`src/logic/mipsPkg.sv`:
```
`default_nettype none

package mipsPkg;

    //////////////////////////////
    // widths
    //////////////////////////////
    localparam int dataWidth    = 32; // datapath word
    localparam int regAddrWidth = 5;  // register index
    localparam int regCount     = 32; // register file depth
    localparam int shamtWidth   = 5;  // shift amount field
    localparam int immWidth     = 16; // I-type immediate
    localparam int fieldWidth   = 6;  // opcode and funct fields

    // SPECIAL2 mul shares its funct value with srl
    localparam logic [fieldWidth-1:0] fnMul = 6'h02;

    //////////////////////////////
    // encodings
    //////////////////////////////

    // primary opcode in instr[31:26]
    typedef enum logic [fieldWidth-1:0] {
        opSpecial  = 6'h00, // R-type
        opAddi     = 6'h08,
        opSlti     = 6'h0A,
        opAndi     = 6'h0C,
        opOri      = 6'h0D,
        opXori     = 6'h0E,
        opSpecial2 = 6'h1C  // mul lives here
    } opcodeE;

    // R-type funct in instr[5:0]
    typedef enum logic [fieldWidth-1:0] {
        fnSll = 6'h00,
        fnSrl = 6'h02,
        fnAdd = 6'h20,
        fnSub = 6'h22,
        fnAnd = 6'h24,
        fnOr  = 6'h25,
        fnXor = 6'h26,
        fnNor = 6'h27,
        fnSlt = 6'h2A
    } functE;

    // alu control codes 0 to 9
    typedef enum logic [3:0] {
        aluAdd = 4'd0,
        aluSub = 4'd1,
        aluAnd = 4'd2,
        aluOr  = 4'd3,
        aluNor = 4'd4,
        aluXor = 4'd5,
        aluSll = 4'd6,
        aluSrl = 4'd7,
        aluMul = 4'd8,
        aluSlt = 4'd9
    } aluOpE;

endpackage

`default_nettype wire
```
`src/logic/executeUnit.sv`:
```
`timescale 1ns/1ps
`default_nettype none

module executeUnit import mipsPkg::*; (
    input  logic                  clk,
    input  logic                  rstN,
    input  logic                  instrValid, // one-cycle strobe
    input  logic [dataWidth-1:0]  instr,
    output logic [dataWidth-1:0]  result,
    output logic                  zero,
    output logic                  resultValid,
    output logic                  illegal
);

    //////////////////////////////
    // field split
    //////////////////////////////
    opcodeE                  opcode;
    functE                   funct;
    logic [regAddrWidth-1:0] rs;
    logic [regAddrWidth-1:0] rt;
    logic [regAddrWidth-1:0] rd;
    logic [shamtWidth-1:0]   shamt;
    logic [immWidth-1:0]     imm;

    assign opcode = opcodeE'(instr[31:26]);
    assign rs     = instr[25:21];
    assign rt     = instr[20:16];
    assign rd     = instr[15:11];
    assign shamt  = instr[10:6];
    assign funct  = functE'(instr[5:0]);
    assign imm    = instr[15:0]; // overlaps rd/shamt/funct

    // decode outputs
    aluOpE aluOp;
    logic  useImm;
    logic  signExtImm;
    logic  destIsRt;
    logic  decIllegal;

    aluDecoder i_aluDecoder (
        .opcode     (opcode),
        .funct      (funct),
        .aluOp      (aluOp),
        .useImm     (useImm),
        .signExtImm (signExtImm),
        .destIsRt   (destIsRt),
        .illegal    (decIllegal)
    );

    //////////////////////////////
    // operands
    //////////////////////////////
    logic [dataWidth-1:0]    rsData;
    logic [dataWidth-1:0]    rtData;
    logic [dataWidth-1:0]    immExt;
    logic [dataWidth-1:0]    operandB;
    logic [dataWidth-1:0]    aluResult;
    logic                    aluZero;
    logic                    regWriteEn;
    logic [regAddrWidth-1:0] regWriteAddr;

    assign immExt = signExtImm ? {{(dataWidth-immWidth){imm[immWidth-1]}}, imm}
                               : {{(dataWidth-immWidth){1'b0}}, imm};
    assign operandB = useImm ? immExt : rtData;

    // no write for illegal encodings
    assign regWriteEn   = instrValid && !decIllegal;
    assign regWriteAddr = destIsRt ? rt : rd; // I-type targets rt

    registerFile i_registerFile (
        .clk       (clk),
        .rstN      (rstN),
        .readAddrA (rs),
        .readAddrB (rt),
        .writeEn   (regWriteEn),
        .writeAddr (regWriteAddr),
        .writeData (aluResult),
        .readDataA (rsData),
        .readDataB (rtData)
    );

    alu32 i_alu32 (
        .aluOp     (aluOp),
        .a         (rsData),
        .b         (operandB),
        .shamt     (shamt),
        .aluResult (aluResult),
        .aluZero   (aluZero)
    );

    //////////////////////////////
    // output registers
    //////////////////////////////
    always_ff @(posedge clk or negedge rstN) begin
        if (!rstN) begin
            result      <= '0;
            zero        <= 1'b0;
            resultValid <= 1'b0;
            illegal     <= 1'b0;
        end else begin
            resultValid <= regWriteEn;                 // pulse, one cycle
            illegal     <= instrValid && decIllegal;
            if (regWriteEn) begin
                result <= aluResult; // held across illegal and idle
                zero   <= aluZero;
            end
        end
    end

endmodule

`default_nettype wire

```
`src/logic/registerFile.sv`:
```
`timescale 1ns/1ps
`default_nettype none

module registerFile import mipsPkg::*; (
    input  logic                     clk,
    input  logic                     rstN,
    input  logic [regAddrWidth-1:0]  readAddrA,  // rs
    input  logic [regAddrWidth-1:0]  readAddrB,  // rt
    input  logic                     writeEn,
    input  logic [regAddrWidth-1:0]  writeAddr,
    input  logic [dataWidth-1:0]     writeData,
    output logic [dataWidth-1:0]     readDataA,
    output logic [dataWidth-1:0]     readDataB
);

    logic [dataWidth-1:0] regs [regCount]; // r0 kept but never written

    //////////////////////////////
    // write port
    //////////////////////////////
    always_ff @(posedge clk or negedge rstN) begin
        if (!rstN) begin
            for (int i = 0; i < regCount; i++) begin
                regs[i] <= '0; // whole file comes up zero
            end
        end else if (writeEn && (writeAddr != '0)) begin
            regs[writeAddr] <= writeData; // r0 writes dropped
        end
    end

    //////////////////////////////
    // read ports
    //////////////////////////////

    // combinational, so an edge-N write is seen right after edge N
    assign readDataA = (readAddrA == '0) ? '0 : regs[readAddrA];
    assign readDataB = (readAddrB == '0) ? '0 : regs[readAddrB];

endmodule

`default_nettype wire

```
`src/logic/alu32.sv`:
```
`timescale 1ns/1ps
`default_nettype none

module alu32 import mipsPkg::*; (
    input  aluOpE                  aluOp,
    input  logic [dataWidth-1:0]   a,         // rs value
    input  logic [dataWidth-1:0]   b,         // rt value or immediate
    input  logic [shamtWidth-1:0]  shamt,     // shift amount field
    output logic [dataWidth-1:0]   aluResult,
    output logic                   aluZero    // result is all zeros
);

    //////////////////////////////
    // operation select
    //////////////////////////////
    always_comb begin
        case (aluOp)
            aluAdd: aluResult = a + b;
            aluSub: aluResult = a - b;
            aluAnd: aluResult = a & b;
            aluOr:  aluResult = a | b;
            aluNor: aluResult = ~(a | b);
            aluXor: aluResult = a ^ b;
            // shifts take b, amount from shamt
            aluSll: aluResult = b << shamt;
            aluSrl: aluResult = b >> shamt; // logical, zero fill
            // low word of signed product
            aluMul: aluResult = $signed(a) * $signed(b);
            aluSlt: begin
                // signed compare
                if ($signed(a) < $signed(b)) begin
                    aluResult = {{(dataWidth-1){1'b0}}, 1'b1};
                end else begin
                    aluResult = '0;
                end
            end
            default: aluResult = '0; // unused codes 10..15
        endcase
    end

    // flag for a later branch stage
    assign aluZero = (aluResult == '0);

endmodule

`default_nettype wire

```
`src/logic/aluDecoder.sv`:
```
`timescale 1ns/1ps
`default_nettype none

module aluDecoder import mipsPkg::*; (
    input  opcodeE opcode,     // instr[31:26]
    input  functE  funct,      // instr[5:0]
    output aluOpE  aluOp,
    output logic   useImm,     // b operand from immediate
    output logic   signExtImm, // sign vs zero extension
    output logic   destIsRt,   // I-type writes rt
    output logic   illegal     // unsupported encoding
);

    always_comb begin
        // defaults: R-type shape, legal, add
        aluOp      = aluAdd;
        useImm     = 1'b0;
        signExtImm = 1'b0;
        destIsRt   = 1'b0;
        illegal    = 1'b0;

        case (opcode)
            //////////////////////////////
            // R-type
            //////////////////////////////
            opSpecial: begin
                case (funct)
                    fnSll:   aluOp = aluSll; // shifts act on rt
                    fnSrl:   aluOp = aluSrl;
                    fnAdd:   aluOp = aluAdd;
                    fnSub:   aluOp = aluSub;
                    fnAnd:   aluOp = aluAnd;
                    fnOr:    aluOp = aluOr;
                    fnXor:   aluOp = aluXor;
                    fnNor:   aluOp = aluNor;
                    fnSlt:   aluOp = aluSlt;
                    default: illegal = 1'b1; // unknown funct
                endcase
            end

            // mul rd, rs, rt
            opSpecial2: begin
                if (funct == fnMul) begin
                    aluOp = aluMul;
                end else begin
                    illegal = 1'b1;
                end
            end

            //////////////////////////////
            // I-type alu
            //////////////////////////////
            opAddi: begin
                aluOp      = aluAdd;
                useImm     = 1'b1;
                signExtImm = 1'b1; // signed immediate
                destIsRt   = 1'b1;
            end
            opSlti: begin
                aluOp      = aluSlt;
                useImm     = 1'b1;
                signExtImm = 1'b1;
                destIsRt   = 1'b1;
            end
            opAndi: begin
                aluOp    = aluAnd;
                useImm   = 1'b1; // logical ops zero-extend
                destIsRt = 1'b1;
            end
            opOri: begin
                aluOp    = aluOr;
                useImm   = 1'b1;
                destIsRt = 1'b1;
            end
            opXori: begin
                aluOp    = aluXor;
                useImm   = 1'b1;
                destIsRt = 1'b1;
            end

            default: begin
                illegal = 1'b1; // loads, branches etc. not handled here
            end
        endcase
    end

endmodule

`default_nettype wire

```
`config.mk`:
```
export PLATFORM = sky130hd
export DESIGN_NAME = executeUnit
export DESIGN_NICKNAME = d
export VERILOG_FILES = /design/src/logic/mipsPkg.sv /design/src/logic/executeUnit.sv /design/src/logic/registerFile.sv /design/src/logic/alu32.sv /design/src/logic/aluDecoder.sv
export SDC_FILE = /design/constraint.sdc
export NUM_CORES = 2
export LEC_CHECK = 0
export BUFFER_PORTS_ARGS = -buffer_cell sky130_fd_sc_hd__clkbuf_2
export CORE_MARGIN = 5
export CORE_UTILIZATION = 65
export DETAILED_ROUTE_END_ITERATION = 16
export PLACE_DENSITY = 0.94
export REMOVE_ABC_BUFFERS = 1
export SYNTH_ARGS = -nofsm -noshare
export SYNTH_HDL_FRONTEND = slang
export SYNTH_SLANG_ARGS = --single-unit
```
`constraint.sdc`:
```
create_clock -name clk -period 10.4 [get_ports clk]
set_clock_uncertainty 0.05 [all_clocks]
set_input_delay 1.56 -clock clk [delete_from_list [all_inputs] [get_ports clk]]
set_output_delay 1.56 -clock clk [all_outputs]
set_load 0.01 [all_outputs]
```
==> results of run 1 <==
[cell families after synthesis]
| group | Yosys count | synth area share |
|---|---|---|
| AO/OA/AOI/OAI | 1919 | 0.1464 |
| XOR/XNOR | 101 | 0.01191 |
| adder cells (fa/ha/maj) | 656 | 0.1428 |
| buffers and inverters | 1265 | 0.06492 |
| flip-flops | 1059 | 0.3353 |
| multiplexers | 774 | 0.1761 |
| AND/OR/NAND/NOR | 2352 | 0.1225 |
[cell usage after synthesis (20+ instances only)]
library cell	count	area share
a211oi_1	53	0.0050
a21o_1	23	0.0022
a21oi_1	726	0.046
a221o_1	20	0.0025
a221oi_1	35	0.0039
a22oi_1	105	0.010
a31oi_1	31	0.0025
and2_1	30	0.0024
buf_1	37	0.0018
buf_2	82	0.0052
buf_4	26	0.0025
buf_6	22	0.0031
clkbuf_1	529	0.025
dfrtp_1	1059	0.34
fa_1	410	0.10
ha_1	246	0.039
inv_1	551	0.026
mux2_2	95	0.014
mux2i_1	194	0.025
mux4_2	483	0.14
nand2_1	848	0.040
nand2b_1	25	0.0020
nand3_1	69	0.0044
nand4_1	30	0.0024
nor2_1	1139	0.054
nor2b_1	26	0.0021
nor3_1	72	0.0046
nor4_1	21	0.0017
o211ai_1	41	0.0039
o21ai_0	537	0.034
o221ai_1	22	0.0024
o22ai_1	77	0.0061
o31ai_1	22	0.0021
or3_1	23	0.0018
xnor2_1	77	0.0085
xor2_1	20	0.0022
[metrics by stage]
stage	hold slack, ps	utilization	setup TNS, ps
3_3_place_gp	328.8	0.7117	-210370
3_5_place_dp	334.2	0.7117	-444070
4_1_cts	350.7	0.7486	0
2_1_floorplan	315.3	-	-1855250
[routing by layer]
layer,overflow,track usage
met3,111,0.7238
met1,90,0.7341
met2,391,0.8502
met5,18,0.5970
met4,391,0.7303
[timing repair]
item                       CTS
pin swaps                   30
setup endpoints to repair  294
cloned                       6
gates resized for setup    138
setup buffers               25
==> metrics.log, run 1 <==
INFO  metric result_of_the_run = did not finish
INFO  metric stop_stage = global routing
INFO  metric toolErrorMsg = [ERROR GRT-0116] Global routing finished with congestion. Check the congestion regions in the DRC Viewer.
INFO  metric synth_edf_count = 0
INFO  metric yosys_warnings = 0
INFO  metric cts_sinks = 1059
INFO  metric boundary_pins = 70
INFO  metric synth_ff_type = dfrtp_1
INFO  metric maximum_level_of_the_cts_h_tree = 3
INFO  metric place_ws = -1420 ps
INFO  metric grt_pass1_wl = 717.8 mm
INFO  metric placed_area = 0.08628 mm2
INFO  metric syn-cell-area = 0.07902 mm2
INFO  metric globalRoute.totalOverflow = 1001
INFO  metric via_count_of_the_first_global_routing_pass = 100002
INFO  metric number_of_buffers_created_by_cts = 99
INFO  metric holdBufCountCts = 0
INFO  metric post-dp-hpwl = 232.1 mm
INFO  metric number_of_placement_rows = 128
INFO  metric synth_sequential_area_ratio = 0.3353
INFO  metric postSynthCellCount = 8126
INFO  metric port_buffers = 69
INFO  metric die_y = 358.7 um
INFO  metric postSynthRegisterBits = 1059
INFO  metric ctsLongestPathBuffers = 3
INFO  metric clock-root-buffer = clkbuf_16
INFO  metric dp.cells = 9947
INFO  metric die_x = 358.7 um
INFO  metric yosys.cell_types.count = 100
INFO  metric proportion_of_register_bits_with_asynchronous_set_or_reset_after_synthesis = 1.000
INFO  metric grtUsageTotal = 0.7610
INFO  metric syn-mean-instance-area = 9.725 um2
INFO  metric grt_start_max_net_pins = 206
INFO  metric start_util = 0.6518
INFO  metric gp_congestion = 1.437
==> run 2: changes to the inputs <==
- CORE_UTILIZATION: 65 -> 40
- PLACE_DENSITY: 0.94 -> not set
- PLACE_DENSITY_LB_ADDON: not set -> 0.15
==> run 2 against run 1 <==
  * The flow now finishes, with violations (setup timing)
  * Synthesized cell count stayed put
  * Area after synthesis unchanged
==> metrics.log, run 2 <==
INFO  metric critical_path.reg2reg.startpoint = i_registerFile.regs[165]
INFO  metric hold_depth = 0
INFO  metric detail_route.wirelength = 363.0 mm
INFO  metric die_y = 454.5 um (+27%)
INFO  metric boundary_pins = 70 (unchanged)
INFO  metric vdd.ir_drop.worst = 0.0001550 V
INFO  metric die_x = 454.5 um (+27%)
INFO  metric gp_congestion = 1.077 (-25%)
INFO  metric synthDominantCellAreaShare = 0.3353 (unchanged)
INFO  metric port_buffers = 69 (unchanged)
INFO  metric route.antenna.remaining_nets = 0
INFO  metric floorplan.die_area = 0.2065 mm2
INFO  metric drt_drc_violations_left = 0
INFO  metric power.static_leakage = 42.91 nW
INFO  metric syn-cell-area = 0.07902 mm2 (unchanged)
INFO  metric post_route_cells_drive_above_1_share = 0.2557
INFO  metric via_count_of_the_first_global_routing_pass = 69152
INFO  metric timing.final.crit_share = 1.020
INFO  metric r2r_setup_slk = 640 ps
INFO  metric globalRoute.totalOverflow = 0
INFO  metric synth_largest_area_cell = dfrtp_1
INFO  metric first_pass_iters = 7
INFO  metric postSynthRegisterBits = 1059 (unchanged)
INFO  metric cpMostUsedCell = inv_1
INFO  metric ctsLongestPathBuffers = 3 (unchanged)
INFO  metric detailroute.via_count = 70069
INFO  metric routed_wire_length_per_instance = 31.82 um
INFO  metric place_ws = -1557 ps (-137.5 ps)
INFO  metric number_of_placement_rows = 163 (+27%)
INFO  metric result_of_the_run = finished with violations
INFO  metric syn-mean-instance-area = 9.725 um2 (unchanged)
INFO  metric clock_power_share = 0.324
INFO  metric timing.critical_path.fanout_max = 19
INFO  metric yosys_warnings = 0 (unchanged)
INFO  metric p_comb_frac = 0.320
INFO  metric number_of_antenna_violations_at_the_first_check_in_global_routing = 13
INFO  metric critical_path.max_stage_delay = 690 ps
INFO  metric timing_max_transition_violations_final = 0
INFO  metric synth_ff_type = dfrtp_1
INFO  metric max_clock_freq = 0.09426 GHz
INFO  metric critical_path.slowest_cell = or4_4
INFO  metric number_of_buffers_created_by_cts = 110 (+11%)
INFO  metric final_nets = 9360
INFO  metric muxShareOfSynthArea = 0.1761 (unchanged)
INFO  metric p_sw_frac = 0.3463
INFO  metric required = 11040 ps
INFO  metric synth.top_cells.by_area = dfrtp_1 34%, mux4_2 14%, fa_1 10%
INFO  metric power_frac_seq = 0.356
INFO  metric hold_path_class = reg -> reg
INFO  metric drv.max_cap_violation_count = 0
INFO  metric setup_viol = 13
INFO  metric final.hold.worst_slack = 348.7 ps
INFO  metric startpoint_type = primary input
INFO  metric cts_sinks = 1059 (unchanged)
INFO  metric fp.coreArea = 0.1970 mm2
INFO  metric worst_setup_path_end_kind = flip-flop
INFO  metric synth_sequential_area_ratio = 0.3353 (unchanged)
INFO  metric yosys.cell_count.top_type = nor2_1
INFO  metric clock-root-buffer = clkbuf_16
INFO  metric postSynthCellCount = 8126 (unchanged)
INFO  metric largest_reg_flops = 1024
INFO  metric grt_start_max_net_pins = 160
INFO  metric worstHoldEndpoint = i_registerFile.regs[992]
INFO  metric power_switching = 4.550 mW
INFO  metric worstSkewPairLatency = 780 ps
INFO  metric synth_common_cells = 1139 x nor2_1, 1059 x dfrtp_1, 848 x nand2_1
INFO  metric report.final.hold_viol_count = 0
INFO  metric start_util = 0.4011 (-0.2507)
INFO  metric grtUsageTotal = 0.3431
INFO  metric slew_headroom = 0.03905
INFO  metric layout.core_utilization = 0.4854
INFO  metric post_synth_fa_ha_maj_area_fraction = 0.1428 (unchanged)
INFO  metric proportion_of_register_bits_with_asynchronous_set_or_reset_after_synthesis = 1.000 (unchanged)
INFO  metric synth_simple_gate_area_share = 0.1225 (unchanged)
INFO  metric grt_setup_unrepaired = yes
INFO  metric r2r.worst_path.cells = 34
INFO  metric worst_setup_hold_path_clk_slew = 60 ps
INFO  metric violations_in_the_final_reports = setup timing
INFO  metric route.detailed.vias_per_inst = 6.142
INFO  metric layout.cells.most_common = nor2_1
INFO  metric cellPowerDensity = 137.4 mW/mm2
INFO  metric synth-xor-area-share = 0.01191 (unchanged)
INFO  metric tritoncts = yes
INFO  metric cellInternalPower = 8.590 mW
INFO  metric maximum_level_of_the_cts_h_tree = 3 (unchanged)
INFO  metric post_route_minimum_period = 10610 ps
INFO  metric tightestPinTransition = 1436 ps
INFO  metric worst_setup_path_startpoint = instr[19]
INFO  metric detail_route.iter0.violations = 7677
INFO  metric grt_pass1_wl = 512.1 mm
INFO  metric worstHoldStart = i_registerFile.regs[992]
INFO  metric holdBufCountCts = 0 (unchanged)
INFO  metric r2r-end = zero
INFO  metric synth_top_family_by_area = multiplexers
INFO  metric yosys.cell_types.count = 100 (unchanged)
INFO  metric post-dp-hpwl = 262.3 mm (+13%)
INFO  metric top_regs = i_registerFile.regs x1024, result x32
INFO  metric max_flop_register = i_registerFile.regs
INFO  metric synth_edf_count = 0 (unchanged)
INFO  metric synthToLayoutAreaGrowth = 21.01%
INFO  metric worst_endpoint_data_arrival_time = 11250 ps
INFO  metric finalPower = 13.14 mW
INFO  metric compound_cell_area_share_of_the_yosys_netlist = 0.1464 (unchanged)
INFO  metric crit_type = in -> reg
INFO  metric final_cell_mix = 1108 x nor2_1, 1059 x dfrtp_1, 851 x buf_4, 831 x nand2_1, 682 x a21oi_1
INFO  metric finalWorstSetupSlack = -208.7 ps
## run 2: worst max-delay path by stage
stage                      end  slack [ps]
after global placement    zero       -1480
after global routing      zero        -350
after detailed placement  zero       -1560
after floorplan           zero       -4190
final                     zero        -210
after CTS                 zero          -7
## run 2: power by group through the flow
| stage | combinational [mW] | clock (mW) | sequential [mW] |
|---|---|---|---|
| floorplan | 1.90 | 0 | 4.68 |
| global placement | 3.79 | 0 | 4.73 |
| detailed placement | 3.80 | 0 | 4.75 |
| CTS | 3.88 | 4.31 | 4.68 |
| global route | 4.46 | 4.47 | 4.72 |
| finish | 4.21 | 4.25 | 4.68 |
## run 2: layout make-up
class / count / area, um2
fillers: 18519 / 101400
multi-input cells: 5802 / 49070
flip-flops and latches: 1059 / 26500
repair buffers: 1129 / 10730
well taps: 2640 / 3303
clock buffers: 150 / 3146
inverters: 567 / 2170
clock inverters: 54 / 684.4
diodes: 7 / 17.52
## run 2: cell families after synthesis
logic type | Yosys count
mux | 774
buf+inv | 1265
simple gates | 2352
fa+ha+maj | 656
xor+xnor | 101
compound gates | 1919
flops | 1059
## run 2: what timing repair did
item,CTS,global route
pin swaps,24,101
gates cloned,3,22
buffers inserted,28,79
gates resized for setup,77,354
hold endpoints to repair,0,0
setup endpoints to repair,286,278
## run 2: per-stage QoR
| step | cell area, um2 | setup TNS (ps) | std cells |
|---|---|---|---|
| floorplan | 76020 | -1855250 | 7428 |
| global placement | 88640 | -396270 | 11067 |
| detailed placement | 88640 | -447690 | 11067 |
| CTS | 93130 | -6.867 | 11301 |
| global route | 95610 | -9777 | 11403 |
| finish | 95630 | -331.0 | 11408 |
## run 2: critical path: cells and delay by family
family | cells | cell delay [ps]
AND/OR/NAND/NOR | 6 | 1620
buffers and inverters | 13 | 2050
adder cells (fa/ha/maj) | 9 | 3610
XOR/XNOR | 1 | 160
AO/OA/AOI/OAI | 8 | 2220
## run 2: per-layer routing
metal	track usage	share of wire	vias up
met2	0.5481	0.46	3735
met4	0.1835	0.063	4
met3	0.06344	0.087	867
li1	-	-	29558
met5	0	0.000080	-
met1	0.4451	0.39	35905
Note: power is estimated with default switching activity, not from simulation.
